**config.mk**
```make
export PLATFORM = sky130hd
export DESIGN_NAME = input_frontend
export DESIGN_NICKNAME = d
export VERILOG_FILES = /design/src/design/a2600_input_pkg.sv /design/src/design/paddle_ctl.sv /design/src/design/player_router.sv /design/src/design/console_switches.sv /design/src/design/mapper_detect.sv /design/src/design/input_frontend.sv
export SDC_FILE = /design/constraint.sdc
export NUM_CORES = 1
export LEC_CHECK = 0
export ABC_CLOCK_PERIOD_IN_PS = 6970
export BUFFER_PORTS_ARGS = -buffer_cell sky130_fd_sc_hd__buf_2
export CORE_ASPECT_RATIO = 0.5
export CORE_MARGIN = 2
export CORE_UTILIZATION = 52
export DETAILED_ROUTE_END_ITERATION = 7
export GPL_ROUTABILITY_DRIVEN = 0
export PLACE_DENSITY = 0.85
export SETUP_SLACK_MARGIN = 0.05
export SYNTH_ARGS = -nofsm -noshare
export SYNTH_HDL_FRONTEND = slang
export SYNTH_SLANG_ARGS = --single-unit
```
**constraint.sdc**
```tcl
create_clock -name clk_sys -period 6.97 [get_ports clk_sys]
set_input_delay 1.0455 -clock clk_sys [delete_from_list [all_inputs] [get_ports clk_sys]]
set_output_delay 1.0455 -clock clk_sys [all_outputs]
set_load 0.03 [all_outputs]
```
**src/design/a2600_input_pkg.sv**
```systemverilog
// Word layouts follow the host joystick, analog stick and PS/2 mouse formats; status is 32 bits
`default_nettype none

package a2600_input_pkg;

	// ==================================================
	// Host input words
	// ==================================================

	// Joystick word, bit 0 is right
	typedef struct packed {
		logic [1:0] spare;
		logic       sw_dif2;
		logic       sw_dif1;
		logic       sw_color;
		logic       fire2;
		logic       pause;
		logic       select;
		logic       start;
		logic       paddle_btn;
		logic       stick_btn;
		logic       fire;
		logic       up;
		logic       down;
		logic       left;
		logic       right;
	} joy_t;

	// Two's complement axes, centre at zero
	typedef struct packed {
		logic signed [7:0] y;
		logic signed [7:0] x;
	} stick_t;

	// Strobe toggles once per packet
	typedef struct packed {
		logic       strobe;
		logic [7:0] dy;
		logic [7:0] dx;
		logic [1:0] ovf;
		logic       y_sign;
		logic       x_sign;
		logic [1:0] rsvd;
		logic       right;
		logic       left;
	} mouse_pkt_t;

	typedef enum logic [1:0] {
		SRC_PADDLE = 2'd0,
		SRC_STICK  = 2'd1,
		SRC_MOUSE  = 2'd2
	} pad_src_t;

	// Active-low lines into the console core
	typedef struct packed {
		logic right;
		logic left;
		logic down;
		logic up;
		logic fire;
		logic fire2;
	} player_t;

	// ==================================================
	// Cartridge mappers and status bits
	// ==================================================

	// Code 10 is not assigned
	typedef enum logic [3:0] {
		MAP_AUTO = 4'd0,
		MAP_F8   = 4'd1,
		MAP_F6   = 4'd2,
		MAP_FE   = 4'd3,
		MAP_E0   = 4'd4,
		MAP_3F   = 4'd5,
		MAP_F4   = 4'd6,
		MAP_P2   = 4'd7,
		MAP_FA   = 4'd8,
		MAP_CV   = 4'd9,
		MAP_UA   = 4'd11,
		MAP_E7   = 4'd12,
		MAP_F0   = 4'd13,
		MAP_B32  = 4'd14
	} mapper_t;

	localparam int STATUS_W  = 32;
	localparam int NUM_PORTS = 4;

	localparam int ST_PAL    = 1;
	localparam int ST_COLOR  = 2;
	localparam int ST_DIF1   = 3;
	localparam int ST_DIF2   = 4;
	localparam int ST_SC_LO  = 9;
	localparam int ST_SC_HI  = 10;
	localparam int ST_INVERT = 11;
	localparam int ST_SWAP   = 15;

	// Extension is three ASCII characters, dot first
	function automatic mapper_t ext_to_mapper(input logic [23:0] ext);
		mapper_t code;
		case (ext)
			".F8": code = MAP_F8;
			".F6": code = MAP_F6;
			".FE": code = MAP_FE;
			".E0": code = MAP_E0;
			".3F": code = MAP_3F;
			".F4": code = MAP_F4;
			".P2": code = MAP_P2;
			".FA": code = MAP_FA;
			".CV": code = MAP_CV;
			".UA": code = MAP_UA;
			".E7": code = MAP_E7;
			".F0": code = MAP_F0;
			".32": code = MAP_B32;
			default: code = MAP_AUTO;
		endcase
		return code;
	endfunction

endpackage

`default_nettype wire

```
**src/design/paddle_ctl.sv**
```systemverilog
// Mouse accumulation needs MOUSE_EN and a step limit of at most 127; the position lags input by 2 cycles
`default_nettype none

module paddle_ctl #(
	parameter bit MOUSE_EN             = 1'b0,
	parameter int MOUSE_STEP_LIMIT     = 10,
	parameter int STICK_AXIS_THRESHOLD = 100
) (
	input  wire logic                        clk_sys,
	input  wire logic                        reset,
	input  wire logic                        invert,
	input  wire logic                        stick_btn,
	input  wire logic                        paddle_btn,
	input  wire a2600_input_pkg::stick_t     stick,
	input  wire logic [7:0]                  paddle,
	input  wire a2600_input_pkg::mouse_pkt_t mouse,
	output logic [7:0]                       pos,
	output logic                             btn
);

	import a2600_input_pkg::*;

	localparam logic signed [8:0] STEP_MAX = 9'(MOUSE_STEP_LIMIT);
	localparam logic signed [8:0] STEP_MIN = -STEP_MAX;

	pad_src_t          src;
	logic              xy_sel;
	logic              stb_d;
	logic              stb_toggle;
	logic signed [8:0] acc_x;
	logic signed [8:0] acc_y;
	logic signed [8:0] step_x;
	logic signed [8:0] step_y;
	logic [7:0]        pre_pos;

	// Half the packet delta, limited to the step range
	function automatic logic signed [8:0] clamp_step(input logic sgn, input logic [6:0] mag);
		logic signed [8:0] d;
		d = {sgn, sgn, mag};
		if (d > STEP_MAX)
			return STEP_MAX;
		else if (d < STEP_MIN)
			return STEP_MIN;
		else
			return d;
	endfunction

	function automatic logic signed [8:0] sat_add(input logic signed [8:0] acc,
		input logic signed [8:0] step);
		logic signed [9:0] sum;
		sum = {acc[8], acc} + {step[8], step};
		if (sum < -10'sd128)
			return -9'sd128;
		else if (sum > 10'sd127)
			return 9'sd127;
		else
			return sum[8:0];
	endfunction

	assign step_x     = clamp_step(mouse.x_sign, mouse.dx[7:1]);
	assign step_y     = clamp_step(mouse.y_sign, mouse.dy[7:1]);
	assign stb_toggle = MOUSE_EN && (mouse.strobe != stb_d);

	// ==================================================
	// Source selection and mouse accumulators
	// ==================================================

	always_ff @(posedge clk_sys) begin
		stb_d <= mouse.strobe;
		if (reset) begin
			src    <= SRC_PADDLE;
			xy_sel <= 1'b0;
			acc_x  <= '0;
			acc_y  <= '0;
		end else begin
			if (stb_toggle) begin
				src   <= SRC_MOUSE;
				acc_x <= sat_add(acc_x, step_x);
				acc_y <= sat_add(acc_y, step_y);
			end
			// Paddle button has the last word
			if (stick_btn)
				src <= SRC_STICK;
			if (paddle_btn)
				src <= SRC_PADDLE;

			if (src == SRC_MOUSE) begin
				if (mouse.right)
					xy_sel <= 1'b1;
				if (mouse.left)
					xy_sel <= 1'b0;
			end
			if (src == SRC_STICK) begin
				if (!stick.y[7] && (stick.y > STICK_AXIS_THRESHOLD))
					xy_sel <= 1'b1;
				if (!stick.x[7] && (stick.x > STICK_AXIS_THRESHOLD))
					xy_sel <= 1'b0;
			end
		end
	end

	// ==================================================
	// Position and button outputs
	// ==================================================

	always_ff @(posedge clk_sys) begin
		case (src)
			SRC_STICK: begin
				pre_pos <= xy_sel ? stick.y : stick.x;
				btn     <= stick_btn;
			end
			SRC_MOUSE: begin
				pre_pos <= xy_sel ? acc_y[7:0] : acc_x[7:0];
				btn     <= mouse.left | mouse.right;
			end
			default: begin
				// Paddle centre moves to 0x80
				pre_pos <= {~paddle[7], paddle[6:0]};
				btn     <= paddle_btn;
			end
		endcase
		pos <= invert ? ~pre_pos : pre_pos;
	end

	acc_in_range: assert property (@(posedge clk_sys) disable iff (reset)
		(acc_x >= -9'sd128) && (acc_x <= 9'sd127) && (acc_y >= -9'sd128) && (acc_y <= 9'sd127));

endmodule

`default_nettype wire

```
**src/design/player_router.sv**
```systemverilog
// Swap exchanges players 1/2 and paddle ports 1/2 and 3/4; all outputs are registered once
`default_nettype none

module player_router (
	input  wire logic                                          clk_sys,
	input  wire logic                                          reset,
	input  wire logic                                          swap,
	input  wire a2600_input_pkg::joy_t                         joy0,
	input  wire a2600_input_pkg::joy_t                         joy1,
	input  wire logic [a2600_input_pkg::NUM_PORTS-1:0]         joy_start,
	input  wire logic [a2600_input_pkg::NUM_PORTS-1:0]         joy_select,
	input  wire logic [a2600_input_pkg::NUM_PORTS-1:0][7:0]    pos_in,
	input  wire logic [a2600_input_pkg::NUM_PORTS-1:0]         btn_in,
	output a2600_input_pkg::player_t                           p1,
	output a2600_input_pkg::player_t                           p2,
	output logic [a2600_input_pkg::NUM_PORTS-1:0][7:0]         pos_out,
	output logic [a2600_input_pkg::NUM_PORTS-1:0]              btn_n,
	output logic                                               start_n,
	output logic                                               select_n
);

	import a2600_input_pkg::*;

	function automatic player_t to_player(input joy_t j);
		player_t p;
		p.right = ~j.right;
		p.left  = ~j.left;
		p.down  = ~j.down;
		p.up    = ~j.up;
		p.fire  = ~j.fire;
		p.fire2 = ~j.fire2;
		return p;
	endfunction

	// Control lines, released high in reset
	always_ff @(posedge clk_sys) begin
		if (reset) begin
			p1       <= '1;
			p2       <= '1;
			btn_n    <= '1;
			start_n  <= 1'b1;
			select_n <= 1'b1;
		end else begin
			p1 <= swap ? to_player(joy1) : to_player(joy0);
			p2 <= swap ? to_player(joy0) : to_player(joy1);
			// Port index with bit 0 flipped is the swap partner
			for (int i = 0; i < NUM_PORTS; i++) begin
				btn_n[i] <= ~btn_in[i ^ int'(swap)];
			end
			start_n  <= ~|joy_start;
			select_n <= ~|joy_select;
		end
	end

	always_ff @(posedge clk_sys) begin
		for (int i = 0; i < NUM_PORTS; i++) begin
			pos_out[i] <= pos_in[i ^ int'(swap)];
		end
	end

endmodule

`default_nettype wire

```
**src/design/console_switches.sv**
```systemverilog
// Switch requests come from pads 0 and 1 only; status_in is meaningful only while status_set is high
`default_nettype none

module console_switches (
	input  wire logic                                              clk_sys,
	input  wire logic                                              reset,
	input  wire a2600_input_pkg::joy_t [a2600_input_pkg::NUM_PORTS-1:0] joy,
	input  wire logic [a2600_input_pkg::STATUS_W-1:0]              status,
	output logic                                                   pause,
	output logic                                                   status_set,
	output logic [a2600_input_pkg::STATUS_W-1:0]                   status_in
);

	import a2600_input_pkg::*;

	logic                pause_btn;
	logic                pause_s1;
	logic                pause_s2;
	logic [2:0]          sw_now;
	logic [2:0]          sw_d;
	logic [2:0]          sw_rise;
	logic [STATUS_W-1:0] flip;

	// ==================================================
	// Pause toggle
	// ==================================================

	always_comb begin
		pause_btn = 1'b0;
		for (int i = 0; i < NUM_PORTS; i++) begin
			pause_btn = pause_btn | joy[i].pause;
		end
	end

	// Two sampling stages, toggle on the rise between them
	always_ff @(posedge clk_sys) begin
		pause_s1 <= pause_btn;
		pause_s2 <= pause_s1;
		if (reset)
			pause <= 1'b0;
		else if (pause_s1 && !pause_s2)
			pause <= ~pause;
	end

	// ==================================================
	// Switch requests to the host
	// ==================================================

	// Bit 0 colour, bit 1 left difficulty, bit 2 right difficulty
	assign sw_now = {joy[0].sw_dif2 | joy[1].sw_dif2,
		joy[0].sw_dif1 | joy[1].sw_dif1,
		joy[0].sw_color | joy[1].sw_color};
	assign sw_rise = sw_now & ~sw_d;

	always_comb begin
		flip           = '0;
		flip[ST_COLOR] = sw_rise[0];
		flip[ST_DIF1]  = sw_rise[1];
		flip[ST_DIF2]  = sw_rise[2];
	end

	always_ff @(posedge clk_sys) begin
		sw_d <= sw_now;
		if (reset)
			status_set <= 1'b0;
		else
			status_set <= |sw_rise;
	end

	always_ff @(posedge clk_sys) begin
		if (|sw_rise)
			status_in <= status ^ flip;
	end

	set_is_pulse: assert property (@(posedge clk_sys) disable iff (reset)
		status_set |=> !status_set);

endmodule

`default_nettype wire

```
**src/design/mapper_detect.sv**
```systemverilog
// Codes latch only on a rising download level; a dot in byte 2 marks a short extension
`default_nettype none

module mapper_detect (
	input  wire logic                                 clk_sys,
	input  wire logic                                 reset,
	input  wire logic                                 download,
	input  wire logic [31:0]                          file_ext,
	input  wire logic [a2600_input_pkg::STATUS_W-1:0] status,
	output a2600_input_pkg::mapper_t                  force_bs,
	output logic                                      sc
);

	import a2600_input_pkg::*;

	logic        download_d;
	logic        download_rise;
	logic [23:0] ext;

	assign download_rise = download && !download_d;

	// Short names sit in the low bytes with the dot third from the bottom
	assign ext = (file_ext[23:16] == ".") ? file_ext[23:0] : file_ext[31:8];

	always_ff @(posedge clk_sys) begin
		download_d <= download;
		if (reset) begin
			force_bs <= MAP_AUTO;
			sc       <= 1'b0;
		end else if (download_rise) begin
			force_bs <= ext_to_mapper(ext);
			// SuperChip setting 0 means auto, so look for a trailing S
			if (status[ST_SC_HI:ST_SC_LO] == 2'b00)
				sc <= (file_ext[7:0] == "S");
			else
				sc <= status[ST_SC_HI];
		end
	end

	no_reserved_code: assert property (@(posedge clk_sys) disable iff (reset)
		4'(force_bs) != 4'd10);

endmodule

`default_nettype wire

```
**src/design/input_frontend.sv**
```systemverilog
// Single clock domain; only port 0 takes the mouse, and no input has back-pressure
`default_nettype none

module input_frontend #(
	parameter int MOUSE_STEP_LIMIT     = 10,
	parameter int STICK_AXIS_THRESHOLD = 100
) (
	input  wire logic                                                   clk_sys,
	input  wire logic                                                   reset,
	input  wire a2600_input_pkg::joy_t [a2600_input_pkg::NUM_PORTS-1:0]   joy,
	input  wire a2600_input_pkg::stick_t [a2600_input_pkg::NUM_PORTS-1:0] stick,
	input  wire logic [a2600_input_pkg::NUM_PORTS-1:0][7:0]             paddle,
	input  wire a2600_input_pkg::mouse_pkt_t                            mouse,
	input  wire logic [a2600_input_pkg::STATUS_W-1:0]                   status,
	input  wire logic                                                   download,
	input  wire logic [31:0]                                            file_ext,
	output a2600_input_pkg::player_t                                    p1,
	output a2600_input_pkg::player_t                                    p2,
	output logic [a2600_input_pkg::NUM_PORTS-1:0][7:0]                  pos,
	output logic [a2600_input_pkg::NUM_PORTS-1:0]                       btn_n,
	output logic                                                        start_n,
	output logic                                                        select_n,
	output logic                                                        pause,
	output logic                                                        status_set,
	output logic [a2600_input_pkg::STATUS_W-1:0]                        status_in,
	output a2600_input_pkg::mapper_t                                    force_bs,
	output logic                                                        sc
);

	import a2600_input_pkg::*;

	logic [NUM_PORTS-1:0][7:0] pad_pos;
	logic [NUM_PORTS-1:0]      pad_btn;
	logic [NUM_PORTS-1:0]      pad_start;
	logic [NUM_PORTS-1:0]      pad_select;

	// ==================================================
	// Controller ports
	// ==================================================

	for (genvar i = 0; i < NUM_PORTS; i++) begin : g_port
		assign pad_start[i]  = joy[i].start;
		assign pad_select[i] = joy[i].select;

		paddle_ctl #(
			.MOUSE_EN             (i == 0),
			.MOUSE_STEP_LIMIT     (MOUSE_STEP_LIMIT),
			.STICK_AXIS_THRESHOLD (STICK_AXIS_THRESHOLD)
		) u_pad (
			.clk_sys    (clk_sys),
			.reset      (reset),
			.invert     (status[ST_INVERT]),
			.stick_btn  (joy[i].stick_btn),
			.paddle_btn (joy[i].paddle_btn),
			.stick      (stick[i]),
			.paddle     (paddle[i]),
			.mouse      (mouse),
			.pos        (pad_pos[i]),
			.btn        (pad_btn[i])
		);
	end

	player_router u_router (
		.clk_sys    (clk_sys),
		.reset      (reset),
		.swap       (status[ST_SWAP]),
		.joy0       (joy[0]),
		.joy1       (joy[1]),
		.joy_start  (pad_start),
		.joy_select (pad_select),
		.pos_in     (pad_pos),
		.btn_in     (pad_btn),
		.p1         (p1),
		.p2         (p2),
		.pos_out    (pos),
		.btn_n      (btn_n),
		.start_n    (start_n),
		.select_n   (select_n)
	);

	// ==================================================
	// Console switches and cartridge type
	// ==================================================

	console_switches u_switches (
		.clk_sys    (clk_sys),
		.reset      (reset),
		.joy        (joy),
		.status     (status),
		.pause      (pause),
		.status_set (status_set),
		.status_in  (status_in)
	);

	mapper_detect u_mapper (
		.clk_sys  (clk_sys),
		.reset    (reset),
		.download (download),
		.file_ext (file_ext),
		.status   (status),
		.force_bs (force_bs),
		.sc       (sc)
	);

endmodule

`default_nettype wire

```
==> impl_metrics.env <==
export IMPL_cts_max_path_buffers=2
export IMPL_clock_sinks=191
export IMPL_cts_tree="yes"
export IMPL_rr_startpoint="g_port[0].u_pad.acc_x[1]"
export IMPL_path_clk_slew_ns=0.08
export IMPL_gr_total_overflow=0
export IMPL_ys_seq_area_share_pct=49.0
export IMPL_mostFrequentLayoutCell="buf_2"
export IMPL_hold_viol_final=0
export IMPL_n_antenna_cell=0
export IMPL_relSlewSlack_pct=24.0
export IMPL_p_seq_share_pct=44.4
export IMPL_drcViolationCount=0
export IMPL_cts_root_buffer="clkbuf_16"
export IMPL_fin_skew_ns=0.0102
export IMPL_cpMaxStageDelayCell="a2111oi_1"
export IMPL_max_freq_mhz=229
export IMPL_cp_start_kind="input port"
export IMPL_ys_ff_latch=191
export IMPL_syn_area_sq_um=8460
export IMPL_worst_slew_pin_slew_ns=1.14
export IMPL_synthCells=817
export IMPL_worstPathRequired_ns=7.24
export IMPL_worstSetupPathType="input port to flip-flop"
export IMPL_async_reset_ff_share_pct=0
export IMPL_nets=1389
export IMPL_first_iter_violations=352
export IMPL_hold_path_startpoint="u_switches.pause_s1"
export IMPL_die_x_microns=184
export IMPL_grt_usage_pct=24.6
export IMPL_switching_share_pct=32.1
export IMPL_crit_arrival_ns=4.65
export IMPL_antenna_found_initial=0
export IMPL_comb_power_share_pct=21.7
export IMPL_hpwl_microns=16700
export IMPL_hold_buffers=0
export IMPL_pin_count=341
export IMPL_area_delta_synth_final_pct=27.6
export IMPL_die_area_sq_um=17400
export IMPL_crit_start="mouse[9]"
export IMPL_cts_resized=0
export IMPL_power_mw=2.96
export IMPL_path_cells="buf_2 -> a21o_1 -> a2111oi_0 -> nor2_1 -> or3_1 -> ha_1 -> a211oi_1 -> o21bai_1 -> a2111oi_1 -> or3_1 -> a31oi_1 -> o21ai_1 -> a221oi_1"
export IMPL_cp_slowest_stage_delay_ns=0.61
export IMPL_status="complete, no violations"
export IMPL_antenna_left=0
export IMPL_worstHoldPathCells=0
export IMPL_finalSetupTns_ns=0
export IMPL_clockPowerShare_pct=33.9
export IMPL_finalSetupViolations=0
export IMPL_portBuffers=308
export IMPL_crit_fanout=8
export IMPL_ir_drop_mv=0.200
export IMPL_crit_top_cell="or3_1"
export IMPL_cts_buffers_inserted=17
export IMPL_grt_pass1_wl_microns=33200
export IMPL_ys_flop_type="dfxtp_1"
export IMPL_power_leakage_nw=4.68
export IMPL_core_area_sq_um=15700
export IMPL_seqCellArea_sq_um=4140
export IMPL_syn_num_nets=1093
export IMPL_grt_max_degree=50
export IMPL_die_y_microns=94.2
export IMPL_fp_row_count=32
export IMPL_drt_wl_total_microns=22000
export IMPL_via_count=7396
export IMPL_drive_gt1_share_pct=37.8
export IMPL_clock_latency_ns=0.43
export IMPL_start_util_pct=54.0
export IMPL_avgSynthCellArea_sq_um=10.4
export IMPL_finalCriticalPeriod_ns=4.37
export IMPL_power_density_nw_per_um2=274
export IMPL_synth_enable_flop_cells=32
export IMPL_wire_per_inst_microns=16.4
export IMPL_num_fill_cells=1183
export IMPL_cp_end_kind="flip-flop"
export IMPL_reg2reg_depth=8
export IMPL_htree_levels=4
export IMPL_dr_pass1_iters=6
export IMPL_grt_pass1_vias=7043
export IMPL_slew_violations=0
export IMPL_maxCapViolCount=0
export IMPL_p_int_mw=2.01
export IMPL_ys_warn_count=0
export IMPL_cts_setup_buffers=0
export IMPL_p_switching_uw=952
export IMPL_synth_distinct_cells=67
export IMPL_multi_input_area_sq_um=4090
export IMPL_hold_path_class="flip-flop to flip-flop"
export IMPL_rsz0062_at_grt="no"
export IMPL_viasPerCell=5.49
export IMPL_timing_final_crit_share_pct=62.7
export IMPL_mostFrequentLayoutCells="buf_2 (308), dfxtp_1 (159), nor2_1 (73)"
through the flow:
stage / setup slack (ns) / cells / utilization (%) / area (sq um) / hold WS [ns]
floorplan: 2.90 / 817 / - / 8460 / 0.324
global placement: 2.43 / 1315 / 64.9 / 10200 / 0.334
detailed placement: 2.25 / 1315 / 64.9 / 10200 / 0.349
CTS: 2.64 / 1347 / 68.9 / 10800 / 0.371
global route: 2.27 / 1347 / 68.9 / 10800 / 0.382
finish: 2.60 / 1347 / 68.9 / 10800 / 0.363
power groups by stage:
stage / Clock, mW / Sequential (mW) / Combinational, mW
2_1_floorplan: 0 / 1.43 / 0.322
5_1_grt: 1.06 / 1.33 / 0.697
3_5_place_dp: 0 / 1.34 / 0.634
4_1_cts: 1.02 / 1.31 / 0.643
6_report: 1.00 / 1.31 / 0.644
3_3_place_gp: 0 / 1.33 / 0.613
registers in the layout, summed over array words and instances (netlist names), 3 cells and up:
register and flops:
g_port.u_pad.pos 32, g_port.u_pad.pre_pos 32, u_router.pos_out 32, u_switches.status_in 32
g_port.u_pad.acc_x 9, g_port.u_pad.acc_y 9, u_router.p1 6, u_router.p2 6
g_port.u_pad.src 5, g_port.u_pad.btn 4, g_port.u_pad.xy_sel 4, u_mapper.force_bs 4
u_router.btn_n 4, u_switches.sw_d 3
critical path, delay by kind of cell:
kind                       cells  cell delay [ns]
AOI/OAI and AO/OA              8             2.42
adders and majority gates      1             0.30
buffers and inverters          1             0.10
and+or+nand+nor                3             0.77
Yosys cell counts (5+ instances only):
cell type	number	share of area, %
nor4_1	7	0.52
dfxtp_1	159	38
nand4b_1	11	1.1
nand3_1	9	0.53
a21oi_1	72	4.3
ha_1	22	3.3
edfxtp_1	32	11
buf_1	8	0.35
o21ai_0	19	1.1
o21a_1	8	0.71
nor3_1	18	1.1
or2_2	5	0.37
nor3b_1	6	0.53
a21o_1	6	0.53
inv_1	26	1.2
clkbuf_1	24	1.1
or3_1	5	0.37
nand2_1	45	2.0
mux2i_1	29	3.4
nand4_1	7	0.52
a221oi_1	22	2.3
nor2b_1	7	0.52
nor2_1	73	3.2
mux2_2	68	9.1
xnor2_1	15	1.6
xor2_1	33	3.4
nand2b_1	8	0.59
per-layer routing:
layer / routed length, microns / global-route usage, %
met5: 0 / 0
met4: 683 / 10.4
met3: 1330 / 5.31
met2: 11300 / 45.8
met1: 8730 / 27.4
worst paths after layout:
kind | endpoint | slack, ns
min | u_switches.pause_s2 | 0.36
max | g_port[0].u_pad.acc_x[3] | 2.60
min reg2reg | u_switches.pause_s2 | 0.36
max reg2reg | g_port[0].u_pad.acc_x[3] | 4.14
cell type report:
class	count	share of cell area [%]
Clock inverter	15	1.87
Tap cell	221	2.56
Timing Repair Buffer	310	14.4
Sequential cell	191	38.4
Multi-Input combinational cell	567	37.9
Clock buffer	17	3.94
Inverter	26	0.904
kinds of logic after synthesis:
family,Yosys count,share of synthesized area [%]
and+or+nand+nor,226,13.9
AOI/OAI and AO/OA,172,13.3
adders and majority gates,24,3.73
DFF,191,49.0
xor gates and xnor gates,48,4.97
buffers and inverters,59,2.63
muxes,97,12.5
(Power assumes the default switching activity.)
